### src/verilog/ex_isa_pkg.sv
package ex_isa_pkg;

  // Data path width
  localparam int XLEN    = 32;
  // Shift amount taken from the low bits of operand b
  localparam int SHAMT_W = 5;

  typedef logic [XLEN-1:0]   word_t;
  // Full product of two words
  typedef logic [2*XLEN-1:0] dword_t;

  ////////////////////
  // ALU operations
  ////////////////////
  typedef enum logic [3:0] {
    ALU_ADD = 4'h0,
    ALU_SUB = 4'h1,
    ALU_AND = 4'h2,
    ALU_OR  = 4'h3,
    ALU_XOR = 4'h4,
    ALU_SLL = 4'h5,
    ALU_SRL = 4'h6,
    ALU_SRA = 4'h7,
    // Comparisons, result is a single bit
    ALU_EQ  = 4'h8,
    ALU_NE  = 4'h9,
    ALU_LT  = 4'ha,
    ALU_LTU = 4'hb,
    ALU_GE  = 4'hc,
    ALU_GEU = 4'hd
  } alu_op_e;

  ////////////////////
  // Multiply operations
  ////////////////////
  typedef enum logic [1:0] {
    MUL_L  = 2'b00,  // low word
    MUL_H  = 2'b01,  // high word, signed x signed
    MUL_HU = 2'b10   // high word, unsigned x unsigned
  } mul_op_e;

endpackage

### src/verilog/ex_rf_pkg.sv
package ex_rf_pkg;

  // Register file address width
  // Six bits leave room for a second register bank
  localparam int RF_ADDR_W = 6;

  typedef logic [RF_ADDR_W-1:0] rf_addr_t;

endpackage

### src/verilog/ex_alu.sv
module ex_alu
  import ex_isa_pkg::*;
  import ex_rf_pkg::*;
(
  input  logic     clk,
  input  logic     rst_n,

  // Issue strobe and operands
  input  logic     en_i,
  input  alu_op_e  op_i,
  input  word_t    operand_a_i,
  input  word_t    operand_b_i,
  input  rf_addr_t waddr_i,

  // Registered write port
  output logic     we_o,
  output rf_addr_t waddr_o,
  output word_t    wdata_o,
  output logic     cmp_o
);

  logic                 is_sub;
  word_t                adder_b;
  logic [XLEN:0]        adder_res;
  logic                 is_eq;
  logic                 lt_s;
  logic                 lt_u;
  logic [SHAMT_W-1:0]   shamt;
  logic                 cmp_res;
  word_t                result;

  logic                 we_q;
  rf_addr_t             waddr_q;
  word_t                wdata_q;
  logic                 cmp_q;

  ////////////////////
  // Adder
  ////////////////////
  // Everything but ADD subtracts, comparisons reuse the difference
  assign is_sub    = (op_i != ALU_ADD);
  assign adder_b   = is_sub ? ~operand_b_i : operand_b_i;
  assign adder_res = {1'b0, operand_a_i} + {1'b0, adder_b} + {{XLEN{1'b0}}, is_sub};

  // Carry out of a - b is set when a >= b unsigned
  assign lt_u  = ~adder_res[XLEN];
  // Differing signs decide directly, otherwise the sign of the difference
  assign lt_s  = (operand_a_i[XLEN-1] ^ operand_b_i[XLEN-1]) ? operand_a_i[XLEN-1]
                                                             : adder_res[XLEN-1];
  assign is_eq = (operand_a_i == operand_b_i);

  // Only the low bits of b count for shifts
  assign shamt = operand_b_i[SHAMT_W-1:0];

  ////////////////////
  // Branch comparison
  ////////////////////
  always_comb begin
    case (op_i)
      ALU_EQ:  cmp_res = is_eq;
      ALU_NE:  cmp_res = ~is_eq;
      ALU_LT:  cmp_res = lt_s;
      ALU_LTU: cmp_res = lt_u;
      ALU_GE:  cmp_res = ~lt_s;
      ALU_GEU: cmp_res = ~lt_u;
      // Not a comparison
      default: cmp_res = 1'b0;
    endcase
  end

  // Result select
  always_comb begin
    case (op_i)
      ALU_ADD, ALU_SUB: result = adder_res[XLEN-1:0];
      ALU_AND:          result = operand_a_i & operand_b_i;
      ALU_OR:           result = operand_a_i | operand_b_i;
      ALU_XOR:          result = operand_a_i ^ operand_b_i;
      ALU_SLL:          result = operand_a_i << shamt;
      ALU_SRL:          result = operand_a_i >> shamt;
      ALU_SRA:          result = word_t'($signed(operand_a_i) >>> shamt);
      // Comparisons write 1 or 0
      default:          result = {{(XLEN-1){1'b0}}, cmp_res};
    endcase
  end

  ////////////////////
  // Output register
  ////////////////////
  always_ff @(posedge clk or negedge rst_n) begin
    if (!rst_n) begin
      we_q    <= 1'b0;
      cmp_q   <= 1'b0;
      waddr_q <= '0;
      wdata_q <= '0;
    end else begin
      we_q  <= en_i;
      // Decision only shows in the write cycle
      cmp_q <= en_i & cmp_res;
      if (en_i) begin
        waddr_q <= waddr_i;
        wdata_q <= result;
      end
    end
  end

  assign we_o    = we_q;
  assign waddr_o = waddr_q;
  assign wdata_o = wdata_q;
  assign cmp_o   = cmp_q;

endmodule

### src/verilog/ex_stage.sv
module ex_stage
  import ex_isa_pkg::*;
  import ex_rf_pkg::*;
#(
  // Pipeline depth of the multiplier, one of 1, 2, 4, 8
  parameter int MUL_STAGES = 4
) (
  input  logic     clk,
  input  logic     rst_n,

  // ALU issue
  input  logic     alu_en_i,
  input  alu_op_e  alu_op_i,
  input  word_t    alu_operand_a_i,
  input  word_t    alu_operand_b_i,
  input  rf_addr_t alu_waddr_i,

  // Multiplier issue
  input  logic     mul_en_i,
  input  mul_op_e  mul_op_i,
  input  word_t    mul_operand_a_i,
  input  word_t    mul_operand_b_i,
  input  rf_addr_t mul_waddr_i,

  // ALU write port and branch decision
  output logic     alu_we_o,
  output rf_addr_t alu_waddr_o,
  output word_t    alu_wdata_o,
  output logic     branch_decision_o,

  // Multiplier write port
  output logic     mul_we_o,
  output rf_addr_t mul_waddr_o,
  output word_t    mul_wdata_o,
  output logic     mul_busy_o
);

  // Chain index 0 is the issue register, index i+1 is stage i
  logic [MUL_STAGES:0] pipe_valid;
  dword_t              pipe_mcand  [MUL_STAGES+1];
  word_t               pipe_mplier [MUL_STAGES+1];
  dword_t              pipe_acc    [MUL_STAGES+1];
  logic                pipe_neg    [MUL_STAGES+1];
  mul_op_e             pipe_op     [MUL_STAGES+1];
  rf_addr_t            pipe_waddr  [MUL_STAGES+1];

  ////////////////////
  // ALU
  ////////////////////
  ex_alu i_alu (
    .clk         (clk),
    .rst_n       (rst_n),
    .en_i        (alu_en_i),
    .op_i        (alu_op_i),
    .operand_a_i (alu_operand_a_i),
    .operand_b_i (alu_operand_b_i),
    .waddr_i     (alu_waddr_i),
    .we_o        (alu_we_o),
    .waddr_o     (alu_waddr_o),
    .wdata_o     (alu_wdata_o),
    .cmp_o       (branch_decision_o)
  );

  ////////////////////
  // Multiplier
  ////////////////////
  mul_issue i_mul_issue (
    .clk         (clk),
    .rst_n       (rst_n),
    .en_i        (mul_en_i),
    .op_i        (mul_op_i),
    .operand_a_i (mul_operand_a_i),
    .operand_b_i (mul_operand_b_i),
    .waddr_i     (mul_waddr_i),
    .valid_o     (pipe_valid[0]),
    .mcand_o     (pipe_mcand[0]),
    .mplier_o    (pipe_mplier[0]),
    .acc_o       (pipe_acc[0]),
    .neg_o       (pipe_neg[0]),
    .op_o        (pipe_op[0]),
    .waddr_o     (pipe_waddr[0])
  );

  // One shift-add stage per slice of the multiplier
  for (genvar i = 0; i < MUL_STAGES; i++) begin : g_mul_stage
    mul_stage #(
      .MUL_STAGES (MUL_STAGES),
      .STAGE_IDX  (i)
    ) i_mul_stage (
      .clk      (clk),
      .rst_n    (rst_n),
      .valid_i  (pipe_valid[i]),
      .mcand_i  (pipe_mcand[i]),
      .mplier_i (pipe_mplier[i]),
      .acc_i    (pipe_acc[i]),
      .neg_i    (pipe_neg[i]),
      .op_i     (pipe_op[i]),
      .waddr_i  (pipe_waddr[i]),
      .valid_o  (pipe_valid[i+1]),
      .mcand_o  (pipe_mcand[i+1]),
      .mplier_o (pipe_mplier[i+1]),
      .acc_o    (pipe_acc[i+1]),
      .neg_o    (pipe_neg[i+1]),
      .op_o     (pipe_op[i+1]),
      .waddr_o  (pipe_waddr[i+1])
    );
  end

  mul_retire i_mul_retire (
    .clk     (clk),
    .rst_n   (rst_n),
    .valid_i (pipe_valid[MUL_STAGES]),
    .acc_i   (pipe_acc[MUL_STAGES]),
    .neg_i   (pipe_neg[MUL_STAGES]),
    .op_i    (pipe_op[MUL_STAGES]),
    .waddr_i (pipe_waddr[MUL_STAGES]),
    .we_o    (mul_we_o),
    .waddr_o (mul_waddr_o),
    .wdata_o (mul_wdata_o)
  );

  // Busy while the issue register or any stage holds an item
  assign mul_busy_o = |pipe_valid;

endmodule

### src/verilog/mul_issue.sv
module mul_issue
  import ex_isa_pkg::*;
  import ex_rf_pkg::*;
(
  input  logic     clk,
  input  logic     rst_n,

  // Issue strobe and operands
  input  logic     en_i,
  input  mul_op_e  op_i,
  input  word_t    operand_a_i,
  input  word_t    operand_b_i,
  input  rf_addr_t waddr_i,

  // Item for stage 0
  output logic     valid_o,
  output dword_t   mcand_o,
  output word_t    mplier_o,
  output dword_t   acc_o,
  output logic     neg_o,
  output mul_op_e  op_o,
  output rf_addr_t waddr_o
);

  logic     a_neg;
  logic     b_neg;
  word_t    a_mag;
  word_t    b_mag;

  logic     valid_q;
  dword_t   mcand_q;
  word_t    mplier_q;
  logic     neg_q;
  mul_op_e  op_q;
  rf_addr_t waddr_q;

  // Operands are signed only for MUL_H
  assign a_neg = (op_i == MUL_H) && operand_a_i[XLEN-1];
  assign b_neg = (op_i == MUL_H) && operand_b_i[XLEN-1];

  // Magnitudes, 32'h8000_0000 stays correct as unsigned
  assign a_mag = a_neg ? (~operand_a_i + 1'b1) : operand_a_i;
  assign b_mag = b_neg ? (~operand_b_i + 1'b1) : operand_b_i;

  always_ff @(posedge clk or negedge rst_n) begin
    if (!rst_n) begin
      valid_q  <= 1'b0;
      mcand_q  <= '0;
      mplier_q <= '0;
      neg_q    <= 1'b0;
      op_q     <= MUL_L;
      waddr_q  <= '0;
    end else begin
      valid_q <= en_i;
      if (en_i) begin
        // Multiplicand widened so stages can shift it left
        mcand_q  <= {{XLEN{1'b0}}, a_mag};
        mplier_q <= b_mag;
        neg_q    <= a_neg ^ b_neg;
        op_q     <= op_i;
        waddr_q  <= waddr_i;
      end
    end
  end

  assign valid_o  = valid_q;
  assign mcand_o  = mcand_q;
  assign mplier_o = mplier_q;
  // Accumulation starts at zero
  assign acc_o    = '0;
  assign neg_o    = neg_q;
  assign op_o     = op_q;
  assign waddr_o  = waddr_q;

endmodule

### src/verilog/mul_retire.sv
module mul_retire
  import ex_isa_pkg::*;
  import ex_rf_pkg::*;
(
  input  logic     clk,
  input  logic     rst_n,

  // Item from the last stage
  input  logic     valid_i,
  input  dword_t   acc_i,
  input  logic     neg_i,
  input  mul_op_e  op_i,
  input  rf_addr_t waddr_i,

  // Multiplier write port
  output logic     we_o,
  output rf_addr_t waddr_o,
  output word_t    wdata_o
);

  dword_t   product;
  word_t    result;

  logic     we_q;
  rf_addr_t waddr_q;
  word_t    wdata_q;

  // Restore the sign of a MUL_H product
  assign product = neg_i ? (~acc_i + 1'b1) : acc_i;

  // Half select
  always_comb begin
    if (op_i == MUL_L) begin
      result = product[XLEN-1:0];
    end else begin
      // MUL_H and MUL_HU
      result = product[2*XLEN-1:XLEN];
    end
  end

  ////////////////////
  // Write port register
  ////////////////////
  always_ff @(posedge clk or negedge rst_n) begin
    if (!rst_n) begin
      we_q    <= 1'b0;
      waddr_q <= '0;
      wdata_q <= '0;
    end else begin
      we_q <= valid_i;
      if (valid_i) begin
        waddr_q <= waddr_i;
        wdata_q <= result;
      end
    end
  end

  assign we_o    = we_q;
  assign waddr_o = waddr_q;
  assign wdata_o = wdata_q;

endmodule

### src/verilog/mul_stage.sv
module mul_stage
  import ex_isa_pkg::*;
  import ex_rf_pkg::*;
#(
  parameter int MUL_STAGES = 4,
  parameter int STAGE_IDX  = 0
) (
  input  logic     clk,
  input  logic     rst_n,

  input  logic     valid_i,
  input  dword_t   mcand_i,
  input  word_t    mplier_i,
  input  dword_t   acc_i,
  input  logic     neg_i,
  input  mul_op_e  op_i,
  input  rf_addr_t waddr_i,

  output logic     valid_o,
  output dword_t   mcand_o,
  output word_t    mplier_o,
  output dword_t   acc_o,
  output logic     neg_o,
  output mul_op_e  op_o,
  output rf_addr_t waddr_o
);

  // Multiplier bits handled here
  localparam int SLICE_W  = XLEN / MUL_STAGES;
  localparam int SLICE_LO = STAGE_IDX * SLICE_W;

  logic [SLICE_W-1:0] slice;
  dword_t             acc_sum;

  assign slice = mplier_i[SLICE_LO +: SLICE_W];

  // Shift-add over the slice
  // mcand_i already carries the shift of earlier stages
  always_comb begin
    acc_sum = acc_i;
    for (int j = 0; j < SLICE_W; j++) begin
      if (slice[j]) begin
        acc_sum = acc_sum + (mcand_i << j);
      end
    end
  end

  ////////////////////
  // Stage register
  ////////////////////
  always_ff @(posedge clk or negedge rst_n) begin
    if (!rst_n) begin
      valid_o  <= 1'b0;
      mcand_o  <= '0;
      mplier_o <= '0;
      acc_o    <= '0;
      neg_o    <= 1'b0;
      op_o     <= MUL_L;
      waddr_o  <= '0;
    end else begin
      valid_o <= valid_i;
      if (valid_i) begin
        // Line the multiplicand up with the next slice
        mcand_o  <= mcand_i << SLICE_W;
        mplier_o <= mplier_i;
        acc_o    <= acc_sum;
        neg_o    <= neg_i;
        op_o     <= op_i;
        waddr_o  <= waddr_i;
      end
    end
  end

endmodule
### config.mk
export PLATFORM = sky130hd
export DESIGN_NAME = ex_stage
export DESIGN_NICKNAME = d
export VERILOG_FILES = /design/src/verilog/ex_isa_pkg.sv /design/src/verilog/ex_rf_pkg.sv /design/src/verilog/ex_alu.sv /design/src/verilog/ex_stage.sv /design/src/verilog/mul_issue.sv /design/src/verilog/mul_retire.sv /design/src/verilog/mul_stage.sv
export SDC_FILE = /design/constraint.sdc
export NUM_CORES = 2
export LEC_CHECK = 0
export ABC_AREA = 0
export BUFFER_PORTS_ARGS = -buffer_cell sky130_fd_sc_hd__buf_2
export CAP_MARGIN = 25
export CORE_MARGIN = 2
export CORE_UTILIZATION = 30
export CTS_CLUSTER_DIAMETER = 200
export CTS_CLUSTER_SIZE = 40
export DETAILED_ROUTE_END_ITERATION = 8
export SKIP_LAST_GASP = 1
export SYNTH_ARGS = -nofsm -noshare
export SYNTH_HDL_FRONTEND = slang
export SYNTH_SLANG_ARGS = --single-unit
### constraint.sdc
create_clock -name clk -period 23.6 [get_ports clk]
set_input_delay 2.36 -clock clk [delete_from_list [all_inputs] [get_ports clk]]
set_output_delay 2.36 -clock clk [all_outputs]
set_load 0.02 [all_outputs]
== Yosys cells after proc, flatten, opt, wreduce, memory -nomap -nowiden ==
Cells that the tools add are included.
W data, S select, Z words.
Cells by class
  shift operators: 3
  divide/modulo/power cells: 0
  mux-type cells: 40
  reduce and logical (&&, ||, !) cells: 7
  magnitude comparators: 0
  $mul: 0
  bitwise operators: 13
  eq/ne operators: 15
  add/subtract/negate cells: 36
Operators with widths (number)
  $mux W64: 32
  $pmux W32 S7: 1
  $mux W32: 5
  $not A32 Y32: 3
  $add A32 B1 Y32 const B: 2
  $add A64 B1 Y64 const B: 1
  $add A64 B33 Y64: 1
  $add A64 B34 Y64: 1
  $add A64 B35 Y64: 1
  $add A64 B36 Y64: 1
  $add A64 B37 Y64: 1
  $add A64 B38 Y64: 1
  $add A64 B39 Y64: 1
  $add A64 B40 Y64: 1
  $add A64 B41 Y64: 1
  $add A64 B42 Y64: 1
  $add A64 B43 Y64: 1
  $add A64 B44 Y64: 1
  $add A64 B45 Y64: 1
  $add A64 B46 Y64: 1
  $add A64 B47 Y64: 1
  $add A64 B48 Y64: 1
  $add A64 B49 Y64: 1
  $add A64 B50 Y64: 1
  39 further kinds: 52
Word-level totals
  latch bits: 0
  register bits after elaboration: 641
  memories: 0
  bits in read-only memories: 0
  bits of input ports: 150
  logic and storage cells: 153
  output and inout bits: 80
  RAM bits: 0

== Depth between registers and ports, before layout ==
  word-level depth: 16
  mapped depth: 80
  mapped depth without buffers: 80

== By module ==
Synthesis repeated with hierarchy kept, for this count alone.
Unflattened totals
  cell total of the unflattened synthesis: 24220
  area, all modules: 177198.7 um2
By module, submodules not included
  mul_stage at g_mul_stage[0].i_mul_stage: cells an instance 5682, area each 40695.3 um2, instances 1, sequential area each 4053.9 um2
  mul_stage at g_mul_stage[3].i_mul_stage: cells an instance 5546, area each 40323.7 um2, instances 1, sequential area each 4053.9 um2
  mul_stage at g_mul_stage[1].i_mul_stage: cells an instance 5479, area each 39775.6 um2, instances 1, sequential area each 4053.9 um2
  mul_stage at g_mul_stage[2].i_mul_stage: cells an instance 5287, area each 38499.4 um2, instances 1, sequential area each 4053.9 um2
  ex_alu: cells an instance 1170, area each 9227.6 um2, instances 1, sequential area each 1001.0 um2
  mul_issue: cells an instance 641, area each 5322.6 um2, instances 1, sequential area each 1851.8 um2
  mul_retire: cells an instance 412, area each 3342.0 um2, instances 1, sequential area each 975.9 um2
  ex_stage: cells an instance 3, area each 12.5 um2, instances 1, sequential area each 0.0 um2

== Worst setup path after synthesis ==
No wires, ideal clock.
  path type: reg-to-reg
  start point: register g_mul_stage[1].i_mul_stage.mcand_o[17]
  end point: register g_mul_stage[2].i_mul_stage.acc_o[54]
  stages on the path, launching flop included: 66
  path buffers: 0
  period minus slack after synthesis: 14105 ps
  data arrival time: 13979 ps
  slack: 9495 ps
  setup time: 126 ps
  data required time: 23474 ps
  cell sequence: dfrtp_1 > inv_1 > fa_1 > nand2b_1 > a21o_1 > nand2_1 > xor2_1 > mux2_2 > ha_1 > a2111o_1 > o21a_1 > a211o_1 > a21oi_1 > o31ai_1 > mux2i_1 > a221o_1 > or2_2 > ha_1 > [30 not listed] > ha_1 > o21ai_0 > a21boi_0 > and3_1 > a31oi_1 > nand2_1 > a31o_2 > a21o_1 > a21oi_1 > xnor2_1 > mux2_2 > ha_1 > a21o_1 > a31oi_1 > o21ai_0 > xnor2_1 > nor2_1 > a221o_1
Between the ends
  longest elaborated chain between the ends: 16
RTL lines
  start: declaration: line mul_stage.sv:20  | output dword_t mcand_o,
  start signal: assignment: line mul_stage.sv:64  | mcand_o <= mcand_i << SLICE_W;
  $add A64 B48 Y64: line mul_stage.sv:43  | acc_sum = acc_sum + (mcand_i << j);
  $mux W64: line mul_stage.sv:42  | if (slice[j]) begin
  $add A64 B49 Y64: line mul_stage.sv:43
  $mux W64: line mul_stage.sv:42
  $add A64 B50 Y64: line mul_stage.sv:43
  $mux W64: line mul_stage.sv:42
  $add A64 B51 Y64: line mul_stage.sv:43
  $mux W64: line mul_stage.sv:42
  $add A64 B52 Y64: line mul_stage.sv:43
  $mux W64: line mul_stage.sv:42
  $add A64 B53 Y64: line mul_stage.sv:43
  $mux W64: line mul_stage.sv:42
  $add A64 B54 Y64: line mul_stage.sv:43
  $mux W64: line mul_stage.sv:42
  $add A64 B55 Y64: line mul_stage.sv:43
  $mux W64 (*): line mul_stage.sv:42
  end signal: assignment: line mul_stage.sv:66  | acc_o <= acc_sum;
  end: declaration: line mul_stage.sv:22  | output dword_t acc_o,
Mark *: on every way between the ends. The rest lies on a longest branch, timed or not.
A chain may end at the register's enable or synchronous reset.

== Final worst setup path ==
  start point: register g_mul_stage[2].i_mul_stage.mcand_o[25]
  end point: register g_mul_stage[3].i_mul_stage.acc_o[62]
Between the ends
  longest elaborated chain between the ends: 16
RTL lines (line)
  start: declaration: mul_stage.sv:20
  start signal: assignment: mul_stage.sv:64
  $add A64 B56 Y64: mul_stage.sv:43
  $mux W64: mul_stage.sv:42
  $add A64 B57 Y64: mul_stage.sv:43
  $mux W64: mul_stage.sv:42
  $add A64 B58 Y64: mul_stage.sv:43
  $mux W64: mul_stage.sv:42
  $add A64 B59 Y64: mul_stage.sv:43
  $mux W64: mul_stage.sv:42
  $add A64 B60 Y64: mul_stage.sv:43
  $mux W64: mul_stage.sv:42
  $add A64 B61 Y64: mul_stage.sv:43
  $mux W64: mul_stage.sv:42
  $add A64 B62 Y64: mul_stage.sv:43
  $mux W64: mul_stage.sv:42
  $add A64 B63 Y64: mul_stage.sv:43
  $mux W64 (*): mul_stage.sv:42
  end signal: assignment: mul_stage.sv:66
  end: declaration: mul_stage.sv:22
Marks and branches as above.

==> flow_summary.ini <==
[run_status]
outcome = finished, final reports clean

[final_layout]
most_common_cell_after_layout_fill_and_taps_aside = a21oi_1
mostFrequentLayoutCells = 1205 x a21oi_1, 1111 x ha_1, 1102 x nand2_1
fraction_of_final_layout_cells_sized_beyond_drive_strength_1 = 0.0857
filler_cell_count = 32600
regArea_um2 = 13700
multi_input_area_um2 = 74100
area_growth_syn_to_layout_pct = 7.19
fin_nets = 13300

[synth]
post_synth_inst_count = 12100
post_synth_instance_area_um2 = 91400
async_reset_ff_frac = 1.00
synth_nets = 13400
synth_seq_cells = 545
synth_enable_flop_cells = 0
synthDistinctLibCells = 98
synth-seq-area-share = 0.149
synth.yosys.warnings = 0
synth_area_per_cell_um2 = 7.57
synthFlopType = dfrtp_1

[clock_network]
cts_num_sinks = 545
post_cts_hold_buffer_count = 0
clk_root_buffer_cell = clkbuf_16
cts.htree.levels = 1
cts_repair_resize_count = 0
cts_tree = built
clk-insertion-delay-late_ps = 740
cts_inserted_buffers = 23
max-clock-path-buffers = 3
cts_post_setup_buffers_inserted = 0
clkTransAtPathRegs_ps = 170

[routing]
dr_total_vias = 91700
post-route-drc-count = 0
drt_wl_total_um = 332000
routed_wire_length_per_instance_um = 20.7
antenna_nets_post_route = 0
first_pass_iters = 6
detail_route.vias_per_cell = 5.72
first_iter_violations = 7805

[worst_hold_path]
hold_path_class = flip-flop to flip-flop
hold_start = i_mul_issue.mplier_o[15]
worst_hold_path_endpoint = g_mul_stage[0].i_mul_stage.mplier_o[15]
instance_count_along_the_most_critical_hold_path = 1

[timing]
count_of_final_setup_violators = 0
tightestPinTransition_ps = 1100
fmaxAchievable_mhz = 60.2
final.setup.tns_ps = 0
clock_skew_after_layout_ps = 76.0
finalHoldViolCount = 0
min_period_over_period = 0.703
setup_repair_after_global_routing_missed_its_margin = no
final_max_slew_viols = 0
timing.max_slew.rel_slack = 0.263
period_needed_ps = 16600

[setup_path]
crit_slowest_cell = dfrtp_1
regToRegStartpoint = g_mul_stage[2].i_mul_stage.mcand_o[25]
timing.setup.critical_path_class = flip-flop to flip-flop
critical_path_peak_fanout = 10
setup_crit_start_kind = flip-flop
cp.required_ps = 24270
worst_r2r_path_depth = 71
worst-r2r-setup-slack_ps = 7000
longest_individual_stage_delay_on_the_worst_path_ps = 650
timing.rr.end = g_mul_stage[3].i_mul_stage.acc_o[62]
timing.critical_path.to_type = flip-flop
arrival_ps = 17270

[placed_design]
buffer_ports.inserted = 229
routabilityCongestion = 0.962
hpwlAfterDp_um = 267000

[run]
timing.max_cap.violations = 0

[grt]
grt_max_degree = 77
globalRouteOverflowTotal = 0
number_of_antenna_violations_at_the_first_check_in_global_routing = 21
first_global_vias = 85700
grt_usage = 0.206
grt_pass1_wl_um = 509000

[floorplan]
chipHeight_um = 556
placement_rows = 202
floorplan.core_area_um2 = 303000
io-pin-count = 230
design.die.area_um2 = 309000
floorplan.initialDensity = 0.302
horizontal_extent_of_the_die_um = 556
## stage by stage
step / setup WS, ps / instance area [um2] / util / hold WS, ps / instances
6_report: 7000 / 98000 / 0.323 / 504 / 16000
3_5_place_dp: 7340 / 97000 / 0.320 / 476 / 16000
5_1_grt: 5710 / 98000 / 0.323 / 507 / 16000
3_3_place_gp: 7460 / 97000 / 0.320 / 468 / 16000
4_1_cts: 7190 / 97900 / 0.323 / 502 / 16000
2_1_floorplan: 9490 / 91400 / - / 352 / 12100
## layer usage
layer | vias up | wire length [um] | track usage
li1 | 44900 | - | -
met1 | 43600 | 150000 | 0.278
met2 | 2668 | 153000 | 0.345
met3 | 497 | 17200 | 0.0156
met4 | 4 | 12300 | 0.0654
met5 | - | 26 | 0
## synthesized netlist by cell type, types with 108 or more instances
master    count  area, um2
a211oi_1    168       1260
a21o_1      515       3870
a21oi_1    1205       6030
a31oi_1     162       1010
and3_1      130        813
clkbuf_1    395       1480
dfrtp_1     545      13600
ha_1       1111      13900
inv_1       518       1940
mux2_2      427       4810
mux2i_1     185       1850
nand2_1    1102       4140
nand2b_1    161       1010
nand3_1     213       1070
nand4_1     108        676
nor2_1     1035       3880
nor2b_1     121        757
nor3_1      229       1150
o211ai_1    156       1170
o21a_1      214       1610
o21ai_0     867       4340
o21bai_1    113        848
o31ai_1     114        856
xnor2_1     566       4960
xor2_1      331       2900
## area by class of cell
cell class	instances	area share
antenna	16	0.000408
multi-input combinational	10500	0.756
clock inverter	11	0.00283
sequential	545	0.139
tap	3978	0.0508
clock buffer	29	0.00610
inverter	528	0.0202
timing repair buffer	380	0.0242
## worst max-delay path: cells and delay by family, from the launching register on
family	cells	cell delay, ps
mux	3	710
flops	1	650
simple gates	15	2700
buf+inv	3	260
fa+ha+maj	8	2650
xor+xnor	5	650
compound gates	37	8920
## state kept, by name, indices dropped and copies added, names as in the netlist, 8 cells and up
name	flops
g_mul_stage.i_mul_stage.op_o	8
i_alu.wdata_o	32
g_mul_stage.i_mul_stage.waddr_o	24
g_mul_stage.i_mul_stage.mcand_o	96
i_mul_retire.wdata_o	32
i_mul_issue.mplier_o	32
g_mul_stage.i_mul_stage.acc_o	208
i_mul_issue.mcand_o	32
g_mul_stage.i_mul_stage.mplier_o	48
## worst max-delay path by stage
stage               slack (ps)  cells after the start                              endpoint                              startpoint
CTS                       7190                     71  g_mul_stage[3].i_mul_stage.acc_o[62]  g_mul_stage[2].i_mul_stage.mcand_o[25]
global route              5710                     70  g_mul_stage[3].i_mul_stage.acc_o[62]  g_mul_stage[2].i_mul_stage.mcand_o[25]
floorplan                 9490                     65  g_mul_stage[2].i_mul_stage.acc_o[54]  g_mul_stage[1].i_mul_stage.mcand_o[17]
finish                    7000                     71  g_mul_stage[3].i_mul_stage.acc_o[62]  g_mul_stage[2].i_mul_stage.mcand_o[25]
detailed placement        7340                     71  g_mul_stage[3].i_mul_stage.acc_o[62]  g_mul_stage[2].i_mul_stage.mcand_o[25]
global placement          7460                     71  g_mul_stage[3].i_mul_stage.acc_o[62]  g_mul_stage[2].i_mul_stage.mcand_o[25]
## cells by family after synthesis
logic type	Yosys count	share of synthesized area
DFF	545	0.149
buffers and inverters	994	0.0408
AOI/OAI and AO/OA	4346	0.309
adders and majority gates	1143	0.159
xor gates and xnor gates	897	0.0859
and+or+nand+nor	3539	0.180
muxes	622	0.0752
Power is not shown: default switching activity piles up to over one toggle a cycle in this logic, so the estimate is an artifact.
